==> src/logic/steer_pkg.sv <==
package steer_pkg;

    // steering direction reported at the end of each row
    // codes follow the existing classifier output
    typedef enum logic [2:0] {
        dir_none   = 3'd0,
        dir_left   = 3'd1,
        dir_right  = 3'd2,
        dir_center = 3'd3
    } direction_t;

    // what a queued result describes
    typedef enum logic {
        kind_row   = 1'b0,
        kind_frame = 1'b1
    } result_kind_t;

    // width of every count field in a result
    // 18 bits holds a full 320x240 frame total
    localparam int count_width = 18;

endpackage

==> src/logic/pixel_pkg.sv <==
package pixel_pkg;

    // the camera sends RGB444 as two bytes per pixel with the high byte first
    localparam int bytes_per_pixel = 2;

    typedef logic [7:0] cam_byte_t;

    // colour view of a pixel word
    // top nibble of the high byte carries nothing
    typedef struct packed {
        logic [3:0] unused;
        logic [3:0] red;
        logic [3:0] green;
        logic [3:0] blue;
    } rgb444_t;

    // one 16 bit word read two ways
    // capture writes it as camera bytes
    // bytes[1] is the high byte
    // detect reads the colour channels from it
    typedef union packed {
        cam_byte_t [bytes_per_pixel-1:0] bytes;
        rgb444_t                         rgb;
    } pixel_word_t;

    // orange colour box with inclusive limits
    localparam logic [3:0] red_min   = 4'hc;
    localparam logic [3:0] green_min = 4'h4;
    localparam logic [3:0] green_max = 4'h9;
    localparam logic [3:0] blue_max  = 4'h4;

endpackage
==> src/logic/orange_tracker_top.sv <==
`timescale 1ns/100ps

module orange_tracker_top #(
    parameter int frame_width     = 320,
    parameter int frame_height    = 240,
    parameter int left_end        = 100,
    parameter int right_start     = 295,
    parameter int queue_depth     = 4,
    parameter int initial_credits = 2
) (
    input  logic                              clk,
    input  logic                              rst_n,
    input  logic [7:0]                        cam_data,
    input  logic                              href,
    input  logic                              vsync,
    input  logic                              credit_return,
    output logic                              out_valid,
    output steer_pkg::result_kind_t           out_kind,
    output steer_pkg::direction_t             out_direction,
    output logic [steer_pkg::count_width-1:0] out_count,
    output logic                              out_detected,
    output logic                              overflow
);

    // capture to detect
    logic                   pix_valid;
    pixel_pkg::pixel_word_t pix_word;
    logic                   line_active;
    logic                   frame_end;

    // detect to classifier
    logic pix_valid_q;
    logic is_orange;
    logic line_active_q;
    logic frame_end_q;

    // classifier to queue
    logic                              res_valid;
    steer_pkg::result_kind_t           res_kind;
    steer_pkg::direction_t             res_direction;
    logic [steer_pkg::count_width-1:0] res_count;
    logic                              res_detected;

    pixel_capture u_capture (
        .clk         (clk),
        .rst_n       (rst_n),
        .cam_data    (cam_data),
        .href        (href),
        .vsync       (vsync),
        .pix_valid   (pix_valid),
        .pix_word    (pix_word),
        .line_active (line_active),
        .frame_end   (frame_end)
    );

    orange_detect u_detect (
        .clk           (clk),
        .rst_n         (rst_n),
        .pix_valid     (pix_valid),
        .pix_word      (pix_word),
        .line_active   (line_active),
        .frame_end     (frame_end),
        .pix_valid_q   (pix_valid_q),
        .is_orange     (is_orange),
        .line_active_q (line_active_q),
        .frame_end_q   (frame_end_q)
    );

    zone_classifier #(
        .frame_width  (frame_width),
        .frame_height (frame_height),
        .left_end     (left_end),
        .right_start  (right_start)
    ) u_classifier (
        .clk           (clk),
        .rst_n         (rst_n),
        .pix_valid     (pix_valid_q),
        .is_orange     (is_orange),
        .line_active   (line_active_q),
        .frame_end     (frame_end_q),
        .res_valid     (res_valid),
        .res_kind      (res_kind),
        .res_direction (res_direction),
        .res_count     (res_count),
        .res_detected  (res_detected)
    );

    result_queue #(
        .queue_depth     (queue_depth),
        .initial_credits (initial_credits)
    ) u_queue (
        .clk           (clk),
        .rst_n         (rst_n),
        .res_valid     (res_valid),
        .res_kind      (res_kind),
        .res_direction (res_direction),
        .res_count     (res_count),
        .res_detected  (res_detected),
        .credit_return (credit_return),
        .out_valid     (out_valid),
        .out_kind      (out_kind),
        .out_direction (out_direction),
        .out_count     (out_count),
        .out_detected  (out_detected),
        .overflow      (overflow)
    );

endmodule

==> src/logic/result_queue.sv <==
`timescale 1ns/100ps

module result_queue #(
    parameter int queue_depth     = 4,
    parameter int initial_credits = 2
) (
    input  logic                              clk,
    input  logic                              rst_n,
    input  logic                              res_valid,
    input  steer_pkg::result_kind_t           res_kind,
    input  steer_pkg::direction_t             res_direction,
    input  logic [steer_pkg::count_width-1:0] res_count,
    input  logic                              res_detected,
    input  logic                              credit_return,
    output logic                              out_valid,
    output steer_pkg::result_kind_t           out_kind,
    output steer_pkg::direction_t             out_direction,
    output logic [steer_pkg::count_width-1:0] out_count,
    output logic                              out_detected,
    output logic                              overflow
);

    localparam int ptr_width    = (queue_depth > 1) ? $clog2(queue_depth) : 1;
    localparam int occ_width    = $clog2(queue_depth + 1);
    localparam int credit_width = 8;

    // one storage array per result field
    steer_pkg::result_kind_t           kind_mem  [queue_depth];
    steer_pkg::direction_t             dir_mem   [queue_depth];
    logic [steer_pkg::count_width-1:0] count_mem [queue_depth];
    logic                              det_mem   [queue_depth];

    logic [ptr_width-1:0]    wr_ptr;
    logic [ptr_width-1:0]    rd_ptr;
    logic [occ_width-1:0]    occupancy;
    logic [credit_width-1:0] credits;
    logic                    full;
    logic                    send;
    logic                    accept;

    assign full   = occupancy == occ_width'(queue_depth);
    // a result leaves only with a credit in hand
    assign send   = (credits != '0) && (occupancy != '0);
    // a full queue still takes a result if one leaves in the same cycle
    assign accept = res_valid && (!full || send);

    always_ff @(posedge clk or negedge rst_n) begin
        if (!rst_n) begin
            wr_ptr    <= '0;
            rd_ptr    <= '0;
            occupancy <= '0;
            credits   <= credit_width'(initial_credits);
            out_valid <= 1'b0;
            overflow  <= 1'b0;
        end else begin
            out_valid <= send;
            if (accept) begin
                wr_ptr <= (wr_ptr == ptr_width'(queue_depth - 1)) ? '0 : wr_ptr + ptr_width'(1);
            end
            if (send) begin
                rd_ptr <= (rd_ptr == ptr_width'(queue_depth - 1)) ? '0 : rd_ptr + ptr_width'(1);
            end
            case ({accept, send})
                2'b10:   occupancy <= occupancy + occ_width'(1);
                2'b01:   occupancy <= occupancy - occ_width'(1);
                default: occupancy <= occupancy;
            endcase
            // send and return together cancel out
            case ({send, credit_return})
                2'b10:   credits <= credits - credit_width'(1);
                2'b01:   credits <= (credits == '1) ? credits : credits + credit_width'(1);
                default: credits <= credits;
            endcase
            // a dropped result sets overflow until reset
            if (res_valid && !accept) begin
                overflow <= 1'b1;
            end
        end
    end

    always_ff @(posedge clk) begin
        if (accept) begin
            kind_mem[wr_ptr]  <= res_kind;
            dir_mem[wr_ptr]   <= res_direction;
            count_mem[wr_ptr] <= res_count;
            det_mem[wr_ptr]   <= res_detected;
        end
        if (send) begin
            out_kind      <= kind_mem[rd_ptr];
            out_direction <= dir_mem[rd_ptr];
            out_count     <= count_mem[rd_ptr];
            out_detected  <= det_mem[rd_ptr];
        end
    end

endmodule

==> src/logic/zone_classifier.sv <==
`timescale 1ns/100ps

module zone_classifier #(
    parameter int frame_width  = 320,
    parameter int frame_height = 240,
    parameter int left_end     = 100,
    parameter int right_start  = 295
) (
    input  logic                                clk,
    input  logic                                rst_n,
    input  logic                                pix_valid,
    input  logic                                is_orange,
    input  logic                                line_active,
    input  logic                                frame_end,
    output logic                                res_valid,
    output steer_pkg::result_kind_t             res_kind,
    output steer_pkg::direction_t               res_direction,
    output logic [steer_pkg::count_width-1:0]   res_count,
    output logic                                res_detected
);

    localparam int cw        = steer_pkg::count_width;
    localparam int col_width = $clog2(frame_width + 1);
    // a frame is detected above a quarter of its pixels
    localparam logic [cw-1:0] threshold = cw'(frame_width * frame_height / 4);

    logic [col_width-1:0] col;
    logic [cw-1:0]        left_cnt;
    logic [cw-1:0]        center_cnt;
    logic [cw-1:0]        right_cnt;
    logic [cw-1:0]        frame_total;
    logic [cw-1:0]        row_count;
    logic                 line_active_d;
    logic                 frame_pending;
    logic                 row_end;
    logic                 frame_fire;
    logic                 orange_hit;
    steer_pkg::direction_t row_dir;

    // falling edge of line_active closes the row
    assign row_end    = line_active_d && !line_active;
    // a frame result waits one cycle if a row result takes this slot
    assign frame_fire = (frame_end || frame_pending) && !row_end;
    assign orange_hit = pix_valid && is_orange;
    assign row_count  = left_cnt + center_cnt + right_cnt;

    // direction priority goes right, then center, then left, else none
    always_comb begin
        if (right_cnt > left_cnt) begin
            row_dir = steer_pkg::dir_right;
        end else if (center_cnt > left_cnt && center_cnt > right_cnt) begin
            row_dir = steer_pkg::dir_center;
        end else if (left_cnt > right_cnt) begin
            row_dir = steer_pkg::dir_left;
        end else begin
            row_dir = steer_pkg::dir_none;
        end
    end

    always_ff @(posedge clk or negedge rst_n) begin
        if (!rst_n) begin
            line_active_d <= 1'b0;
            frame_pending <= 1'b0;
            res_valid     <= 1'b0;
            col           <= '0;
            left_cnt      <= '0;
            center_cnt    <= '0;
            right_cnt     <= '0;
            frame_total   <= '0;
        end else begin
            line_active_d <= line_active;
            res_valid     <= row_end || frame_fire;
            // hold a frame end that collided with a row end
            frame_pending <= (frame_end || frame_pending) && row_end;

            if (row_end) begin
                // zone counters and column restart each row
                col        <= '0;
                left_cnt   <= '0;
                center_cnt <= '0;
                right_cnt  <= '0;
            end else if (pix_valid) begin
                // column saturates so extra pixels fall in no zone
                if (col != col_width'(frame_width)) begin
                    col <= col + col_width'(1);
                end
                if (is_orange) begin
                    if (col < col_width'(left_end)) begin
                        left_cnt <= left_cnt + cw'(1);
                    end else if (col < col_width'(right_start)) begin
                        center_cnt <= center_cnt + cw'(1);
                    end else if (col < col_width'(frame_width)) begin
                        right_cnt <= right_cnt + cw'(1);
                    end
                end
            end

            // total clears when the frame result is taken
            if (frame_fire) begin
                frame_total <= cw'(orange_hit);
            end else if (orange_hit) begin
                frame_total <= frame_total + cw'(1);
            end
        end
    end

    // result payload is valid only with res_valid
    always_ff @(posedge clk) begin
        if (row_end) begin
            res_kind      <= steer_pkg::kind_row;
            res_direction <= row_dir;
            res_count     <= row_count;
            res_detected  <= 1'b0;
        end else if (frame_fire) begin
            res_kind      <= steer_pkg::kind_frame;
            res_direction <= steer_pkg::dir_none;
            res_count     <= frame_total;
            res_detected  <= frame_total > threshold;
        end
    end

endmodule

==> src/logic/orange_detect.sv <==
`timescale 1ns/100ps

module orange_detect (
    input  logic                   clk,
    input  logic                   rst_n,
    input  logic                   pix_valid,
    input  pixel_pkg::pixel_word_t pix_word,
    input  logic                   line_active,
    input  logic                   frame_end,
    output logic                   pix_valid_q,
    output logic                   is_orange,
    output logic                   line_active_q,
    output logic                   frame_end_q
);

    // each channel inside its limit
    logic red_ok;
    logic green_ok;
    logic blue_ok;

    // read the same word through the colour view
    assign red_ok   = pix_word.rgb.red >= pixel_pkg::red_min;
    assign green_ok = (pix_word.rgb.green >= pixel_pkg::green_min) &&
                      (pix_word.rgb.green <= pixel_pkg::green_max);
    assign blue_ok  = pix_word.rgb.blue <= pixel_pkg::blue_max;

    always_ff @(posedge clk or negedge rst_n) begin
        if (!rst_n) begin
            pix_valid_q   <= 1'b0;
            is_orange     <= 1'b0;
            line_active_q <= 1'b0;
            frame_end_q   <= 1'b0;
        end else begin
            pix_valid_q   <= pix_valid;
            // only a valid pixel can be orange
            is_orange     <= pix_valid && red_ok && green_ok && blue_ok;
            // markers move with the pixel by the same one cycle
            line_active_q <= line_active;
            frame_end_q   <= frame_end;
        end
    end

endmodule

==> src/logic/pixel_capture.sv <==
`timescale 1ns/100ps

module pixel_capture (
    input  logic                   clk,
    input  logic                   rst_n,
    input  logic [7:0]             cam_data,
    input  logic                   href,
    input  logic                   vsync,
    output logic                   pix_valid,
    output pixel_pkg::pixel_word_t pix_word,
    output logic                   line_active,
    output logic                   frame_end
);

    // high while the next byte completes a pixel
    logic                 second_byte;
    // first byte of the pair, held until the second one arrives
    pixel_pkg::cam_byte_t hi_byte;
    // previous vsync for edge detection
    logic                 vsync_q;

    always_ff @(posedge clk or negedge rst_n) begin
        if (!rst_n) begin
            second_byte <= 1'b0;
            pix_valid   <= 1'b0;
            line_active <= 1'b0;
            vsync_q     <= 1'b0;
            frame_end   <= 1'b0;
        end else begin
            // phase restarts whenever href drops
            // so an odd byte at row end cannot shift the next row
            second_byte <= href ? ~second_byte : 1'b0;
            // one cycle after the second byte
            pix_valid   <= href && second_byte;
            // registered href lines up with pix_valid
            line_active <= href;
            vsync_q     <= vsync;
            // single pulse on vsync rising edge
            frame_end   <= vsync && !vsync_q;
        end
    end

    // pixel payload
    always_ff @(posedge clk) begin
        if (href && !second_byte) begin
            hi_byte <= cam_data;
        end
        if (href && second_byte) begin
            // build the word through the byte view
            pix_word.bytes[1] <= hi_byte;
            pix_word.bytes[0] <= cam_data;
        end
    end

endmodule

==> config.mk <==
export PLATFORM = sky130hd
export DESIGN_NAME = orange_tracker_top
export DESIGN_NICKNAME = d
export VERILOG_FILES = /design/src/logic/steer_pkg.sv /design/src/logic/pixel_pkg.sv /design/src/logic/orange_tracker_top.sv /design/src/logic/result_queue.sv /design/src/logic/zone_classifier.sv /design/src/logic/orange_detect.sv /design/src/logic/pixel_capture.sv
export SDC_FILE = /design/constraint.sdc
export NUM_CORES = 1
export LEC_CHECK = 0
export BUFFER_PORTS_ARGS = -buffer_cell sky130_fd_sc_hd__buf_2
export CAP_MARGIN = 20
export CORE_UTILIZATION = 30
export CTS_BUF_LIST = sky130_fd_sc_hd__clkbuf_8
export DETAILED_ROUTE_END_ITERATION = 10
export PLACE_DENSITY = 0.48
export SYNTH_ARGS = -nofsm -noshare
export SYNTH_HDL_FRONTEND = slang
export SYNTH_SLANG_ARGS = --single-unit
==> constraint.sdc <==
create_clock -name clk -period 3.6 [get_ports clk]
set_input_delay 0.18 -clock clk [delete_from_list [all_inputs] [get_ports clk]]
set_output_delay 0.18 -clock clk [all_outputs]
set_load 0.02 [all_outputs]
# Word level (Yosys, flattened, before mapping)
# Memory sizes are Yosys's and may differ from the RTL's. A register that Yosys moved wholly into a read port is not among the register bits.
# Index checks and enable logic that the tools add are counted.
# totals
word_cells	147
out_inout_bits	25
ram_bits	92
ff_bits	149
n_memories	4
input_bits	13
# op_classes
n_reduce_logical	41
eq_ne	12
mux	35
addsub	13
n_bitwise	1
order_cmp	12
# memory_table
memory	depth	width	read_ports	rd_ports_with_merged_regs	wr	line_no	text
u_queue.count_mem	4	18	1	1	1	result_queue.sv:30	logic [steer_pkg::count_width-1:0] count_mem [queue_depth];
u_queue.dir_mem	4	3	1	1	1	result_queue.sv:29	steer_pkg::direction_t dir_mem [queue_depth];
u_queue.det_mem	4	1	1	1	1	result_queue.sv:31	logic det_mem [queue_depth];
u_queue.kind_mem	4	1	1	1	1	result_queue.sv:28	steer_pkg::result_kind_t kind_mem [queue_depth];
# ops
cell	n
$mux W18	19
$add A18 B1 Y18 const B	4
$gt A18 B18 Y1	4
$add A18 B18 Y18	2
$mux W9	3
$reduce_bool A2 Y1	10
$gt A18 B15 Y1 const B	1
$lt A9 B9 Y1 const B	2
$pmux W8 S2	1
$logic_and A1 B1 Y1	15
$mux W3	4
$add A9 B1 Y9 const B	1
$lt A9 B7 Y1 const B	1
$ne A9 B9 Y1 const B	1
$add A8 B1 Y8 const B	1
$eq A2 B2 Y1 const B	4
$eq A8 B8 Y1 const B	1
$mux W8	1
$reduce_bool A8 Y1	1
$sub A8 B1 Y8 const B	1
$logic_not A1 Y1	6
$pmux W3 S2	1
$reduce_and A5 Y1	1
$add A2 B1 Y2 const B	2
18 further kinds	27

# Depth between registers and ports, before layout
# depth
ltp_word	7
depth_mapped	11
ltp_nobuf	11

# Modules after synthesis
# A second synthesis with hierarchy kept.
# unflattened
hier_cells	1095
hier_area_um2	13670.6
# by_module_without_submodules
module	area_each_um2	instances	cells_per_inst	seq_area_each_um2
zone_classifier	7507.2	1	794	2742.6
result_queue	5156.2	1	260	3880.0
pixel_capture	868.3	1	32	845.8
orange_detect	138.9	1	9	100.1

# Least setup slack after synthesis
# No wires, ideal clock.
# synth_path
kind	register -> register
from	reg u_classifier.right_cnt[1]
to	reg u_classifier.res_count[15] (netlist name) (data pin)
synth_period_minus_slack_ps	3117
arrival_time_ps	2852
n_path_buf	0
stages_incl_launch_ff	10
path_slack_ps	483
required_time_ps	3335
setup_time_ps	265
path_cell_list	dfrtp_1 -> fa_1 -> ha_1 -> fa_1 -> a211oi_2 -> o21ai_0 -> a31oi_1 -> o32ai_1 -> nor4b_1 -> or3_1
# synth_between
elab_chain_cells	2
# synth_rtl
item	line_no	text
start, declared	zone_classifier.sv:30	logic [cw-1:0] right_cnt;
start signal, assigned	zone_classifier.sv:93	right_cnt <= right_cnt + cw'(1);
$add A18 B18 Y18	zone_classifier.sv:45	assign row_count = left_cnt + center_cnt + right_cnt;
$mux W18	zone_classifier.sv:109	if (row_end) begin
end signal, assigned	zone_classifier.sv:112	res_count <= row_count;
end signal, assigned	zone_classifier.sv:117	res_count <= frame_total;
end, declared	zone_classifier.sv:18	output logic [steer_pkg::count_width-1:0] res_count,
# Every way passes these cells.
# A chain may end at the register's enable or synchronous reset.

# Worst setup path after layout
# Ends and elaborated chain as after synthesis.

==> reports/results.txt <==
post-synthesis adder-cell area fraction: 0.116
filler instances: 4,161
Yosys warning count: 0
# IOs: 38
vias in the first global route: 8,647
Crit path max-delay family: adder cells
Worst Clk Skew: 0.0410 ns
Reg clk slew, reported paths: 0.06 ns
Sink Count: 253
CP arrival: 3.60 ns
Root Buffer: clkbuf_8
number of flops mapped to enable cells by yosys: 141
relative slew slack: 0.394
pre-CTS setup slack: 0.236 ns
Sequential Power Share: 0.472
Synth Register Bits: 253
Congestion Overflow GR: 0
post-synth top area share: 0.326
period utilization: 0.914
Most Frequent Cell on Critical Path: fa_1
CP max FO: 3
Worst setup SP type: register
Initial DRT Pass Iterations: 5
post-DP HPWL: 19,800 microns
Switch Pwr: 2370 uW
# port buffers: 35
total CTS buffers: 45
ratio of cells with drive above 1 in the final layout: 0.139
final hold violation count: 0
WL final: 27,800 microns
Compound-Gate Fraction of Synth Area: 0.0816
Seq/Total Area, Yosys: 0.541
drt via density: 4.68
Fmax: 304 MHz
switching share of power: 0.290
Die Ht: 210 microns
die extent in x: 210 microns
gr usage total: 0.131
post-synthesis net count: 1,187
Max IR drop VDD: 0.232 mV
Final Power: 8160 uW
unique cell type count in the Yosys netlist: 76
Worst-Margin Slew: 0.906 ns
Most used DFF post-synth: edfxtp_1
first-pass GRT wire length: 45,900 microns
row cnt: 75
Mapped Area: 13,000 sq um
Finish-stage setup viols: 0
Routed WL per cell: 15.8 microns
initial antenna violation count: 0
Buf/Inv on CP: 0
Final #Nets: 1,277
fin crit period: 3.29 ns
Power per Cell Area: 545 nW/um^2
CP Capture Type: register
internal power: 5790 uW
max-cap check violation count: 0
Die Area: 44,200 sq um
worst-path cell chain: fa_1 -> ha_1 -> fa_1 -> a211oi_2 -> o21ai_0 -> a31oi_2 -> o32ai_1 -> nor4b_1 -> or3_1
Synth Area in Simple Gates: 0.127
main combinational cell family by area after synthesis: simple AND/OR/NAND/NOR gates
Worst-Skew Late Latency: 0.58 ns
GPL Wtd Cong: 0.801
CTS tree: built
RSZ-0062 raised after global routing: no
hold crit path type: in2reg
Max stage delay on crit path: 0.49 ns
DRT antenna net count: 0
crit path max-delay cell type: fa_1
Setup Fix Bufs, Post-CTS: 0
Clock power frac: 0.322
# H-tree levels: 2
synthesis-to-finish area growth: 15.2%
Syn Inst Count: 1,066
Max Buffers Root-to-Sink: 3
worst endpoint required time: 3.91 ns
initial core utilization: 0.307
largest net degree at the start of global routing: 73
setup TNS: 0 ns
final setup margin: 0.311 ns
main area contributors after synthesis: edfxtp_1, dfrtp_1, ha_1
Synth Area in XOR/XNOR: 0.0600
Initial DRC Count: 478
Post-synth ARST share: 0.435
status: finished, final reports clean
mux share of post-synthesis cell area: 0.0461
max-slew violations: 0
core area: 42,300 sq um
drt drc: 0
DR vias: 8,265
syn_area_per_cell: 12.2 sq um
category of the most critical setup path: reg2reg
power share of the combinational group: 0.206
Yosys top cell by area: edfxtp_1
diode count: 0
Leakage Power: 0.00620 uW
cells in the mapped netlist (all sizes together), types with 5 or more instances:
| cell type | number |
|---|---|
| mux2i | 7 |
| nor4 | 7 |
| dfrtp | 109 |
| a21oi | 34 |
| buf | 11 |
| edfxtp | 141 |
| xor2 | 41 |
| ha | 88 |
| or3 | 10 |
| o21bai | 5 |
| mux4 | 22 |
| and3 | 12 |
| xnor2 | 48 |
| o2111ai | 5 |
| o21ai | 46 |
| clkbuf | 18 |
| nor2b | 9 |
| and4 | 9 |
| a21o | 17 |
| nand3 | 25 |
| nand2 | 77 |
| a31oi | 6 |
| a2111oi | 5 |
| fa | 20 |
| nand4 | 33 |
| and2 | 9 |
| nor2 | 112 |
| inv | 64 |
| a211oi | 10 |
| nor3 | 17 |
sequential cells by signal, summed over array words and instances, names as in the netlist, 3 cells and up:
signal                    count
u_queue.out_count            18
u_queue.credits               8
u_queue.kind_mem              4
u_classifier.right_cnt       18
u_classifier.left_cnt        18
u_queue.occupancy             3
u_queue.count_mem            72
u_capture.pix_word            9
u_classifier.col              9
u_classifier.frame_total     18
u_queue.det_mem               4
u_queue.dir_mem               8
u_classifier.res_count       18
u_classifier.center_cnt      18
path summary, 6_finish.rpt:
kind,startpoint,cells past startpoint,endpoint,slack (ns)
min reg2reg,u_capture.frame_end,0,u_detect.frame_end_q,0.35
min in group asynchronous,rst_n,2,u_classifier.col[6],0.14
max reg2reg,u_classifier.right_cnt[1],9,u_classifier.res_count[15],0.31
max in group asynchronous,rst_n,3,u_queue.credits[1],2.61
min,credit_return,4,u_queue.credits[7],0.05
max,u_classifier.right_cnt[1],9,u_classifier.res_count[15],0.31
worst reg2reg max path, cell delays in order (launching register included):
cell and delay (ns):
dfrtp_1 0.41, fa_1 0.49, ha_1 0.25, fa_1 0.45
a211oi_2 0.30, o21ai_0 0.17, a31oi_2 0.27, o32ai_1 0.15
nor4b_1 0.17, or3_1 0.36
per-stage QoR:
stage / util / instances / area, sq um / hold WS, ns
floorplan: - / 1066 / 13000 / -0.116
global placement: 0.330 / 1676 / 14000 / 0.215
detailed placement: 0.330 / 1676 / 14000 / 0.220
CTS: 0.354 / 1767 / 15000 / 0.0157
global route: 0.354 / 1767 / 15000 / 0.0400
finish: 0.354 / 1767 / 15000 / 0.0478
kinds of logic after synthesis:
logic type / after synthesis
compound gates: 156
xor+xnor: 89
fa+ha+maj: 108
buf+inv: 93
flops: 253
mux: 32
other cells: 1
simple gates: 334
routing by layer:
metal | vias to the layer above | global-route usage | wire length (microns)
li1 | 4076 | - | -
met1 | 4035 | 0.170 | 12800
met2 | 115 | 0.219 | 13500
met3 | 39 | 0.0268 | 999
met4 | 0 | 0.0373 | 566
met5 | - | 0 | 0
cell type report:
class | count | area [sq um] | area share
clock buffer | 50 | 688 | 0.0460
clock inverter | 31 | 194 | 0.0130
inverter | 64 | 240 | 0.0160
multi-input combinational | 720 | 5610 | 0.374
sequential | 253 | 7030 | 0.469
tap | 577 | 722 | 0.0482
timing repair buffer | 72 | 493 | 0.0329
timing repair:
action,CTS,global route
hold buffers,10,0
hold endpoints to repair,51,0
resized for setup,0,1
endpoints found under the setup margin,0,1
layout by cell type (no fill, tap or decap), drive strengths merged, types with 4 or more instances in the layout:
cell type	instances
a2111oi	5
a211oi	10
a21o	17
a21oi	34
a31oi	6
and2	9
and3	12
and4	9
buf	62
clkbuf	50
clkinv	8
dfrtp	109
dlygate4sd3	10
edfxtp	141
fa	20
ha	88
inv	82
mux2i	7
mux4	22
nand2	77
nand2b	4
nand3	25
nand4	33
nor2	112
nor2b	9
nor3	17
nor4	7
o2111ai	5
o21ai	46
o21bai	5
or3	10
xnor2	48
xor2	41
power by group through the flow:
stage               logic [uW]  clock network (uW)  registers (uW)
CTS                       1730                2730            3860
finish                    1680                2630            3850
global route              1890                2860            3920
floorplan                 1050                   0            4030
detailed placement        1710                   0            3920
global placement          1700                   0            3910
(Power assumes the default switching activity.)
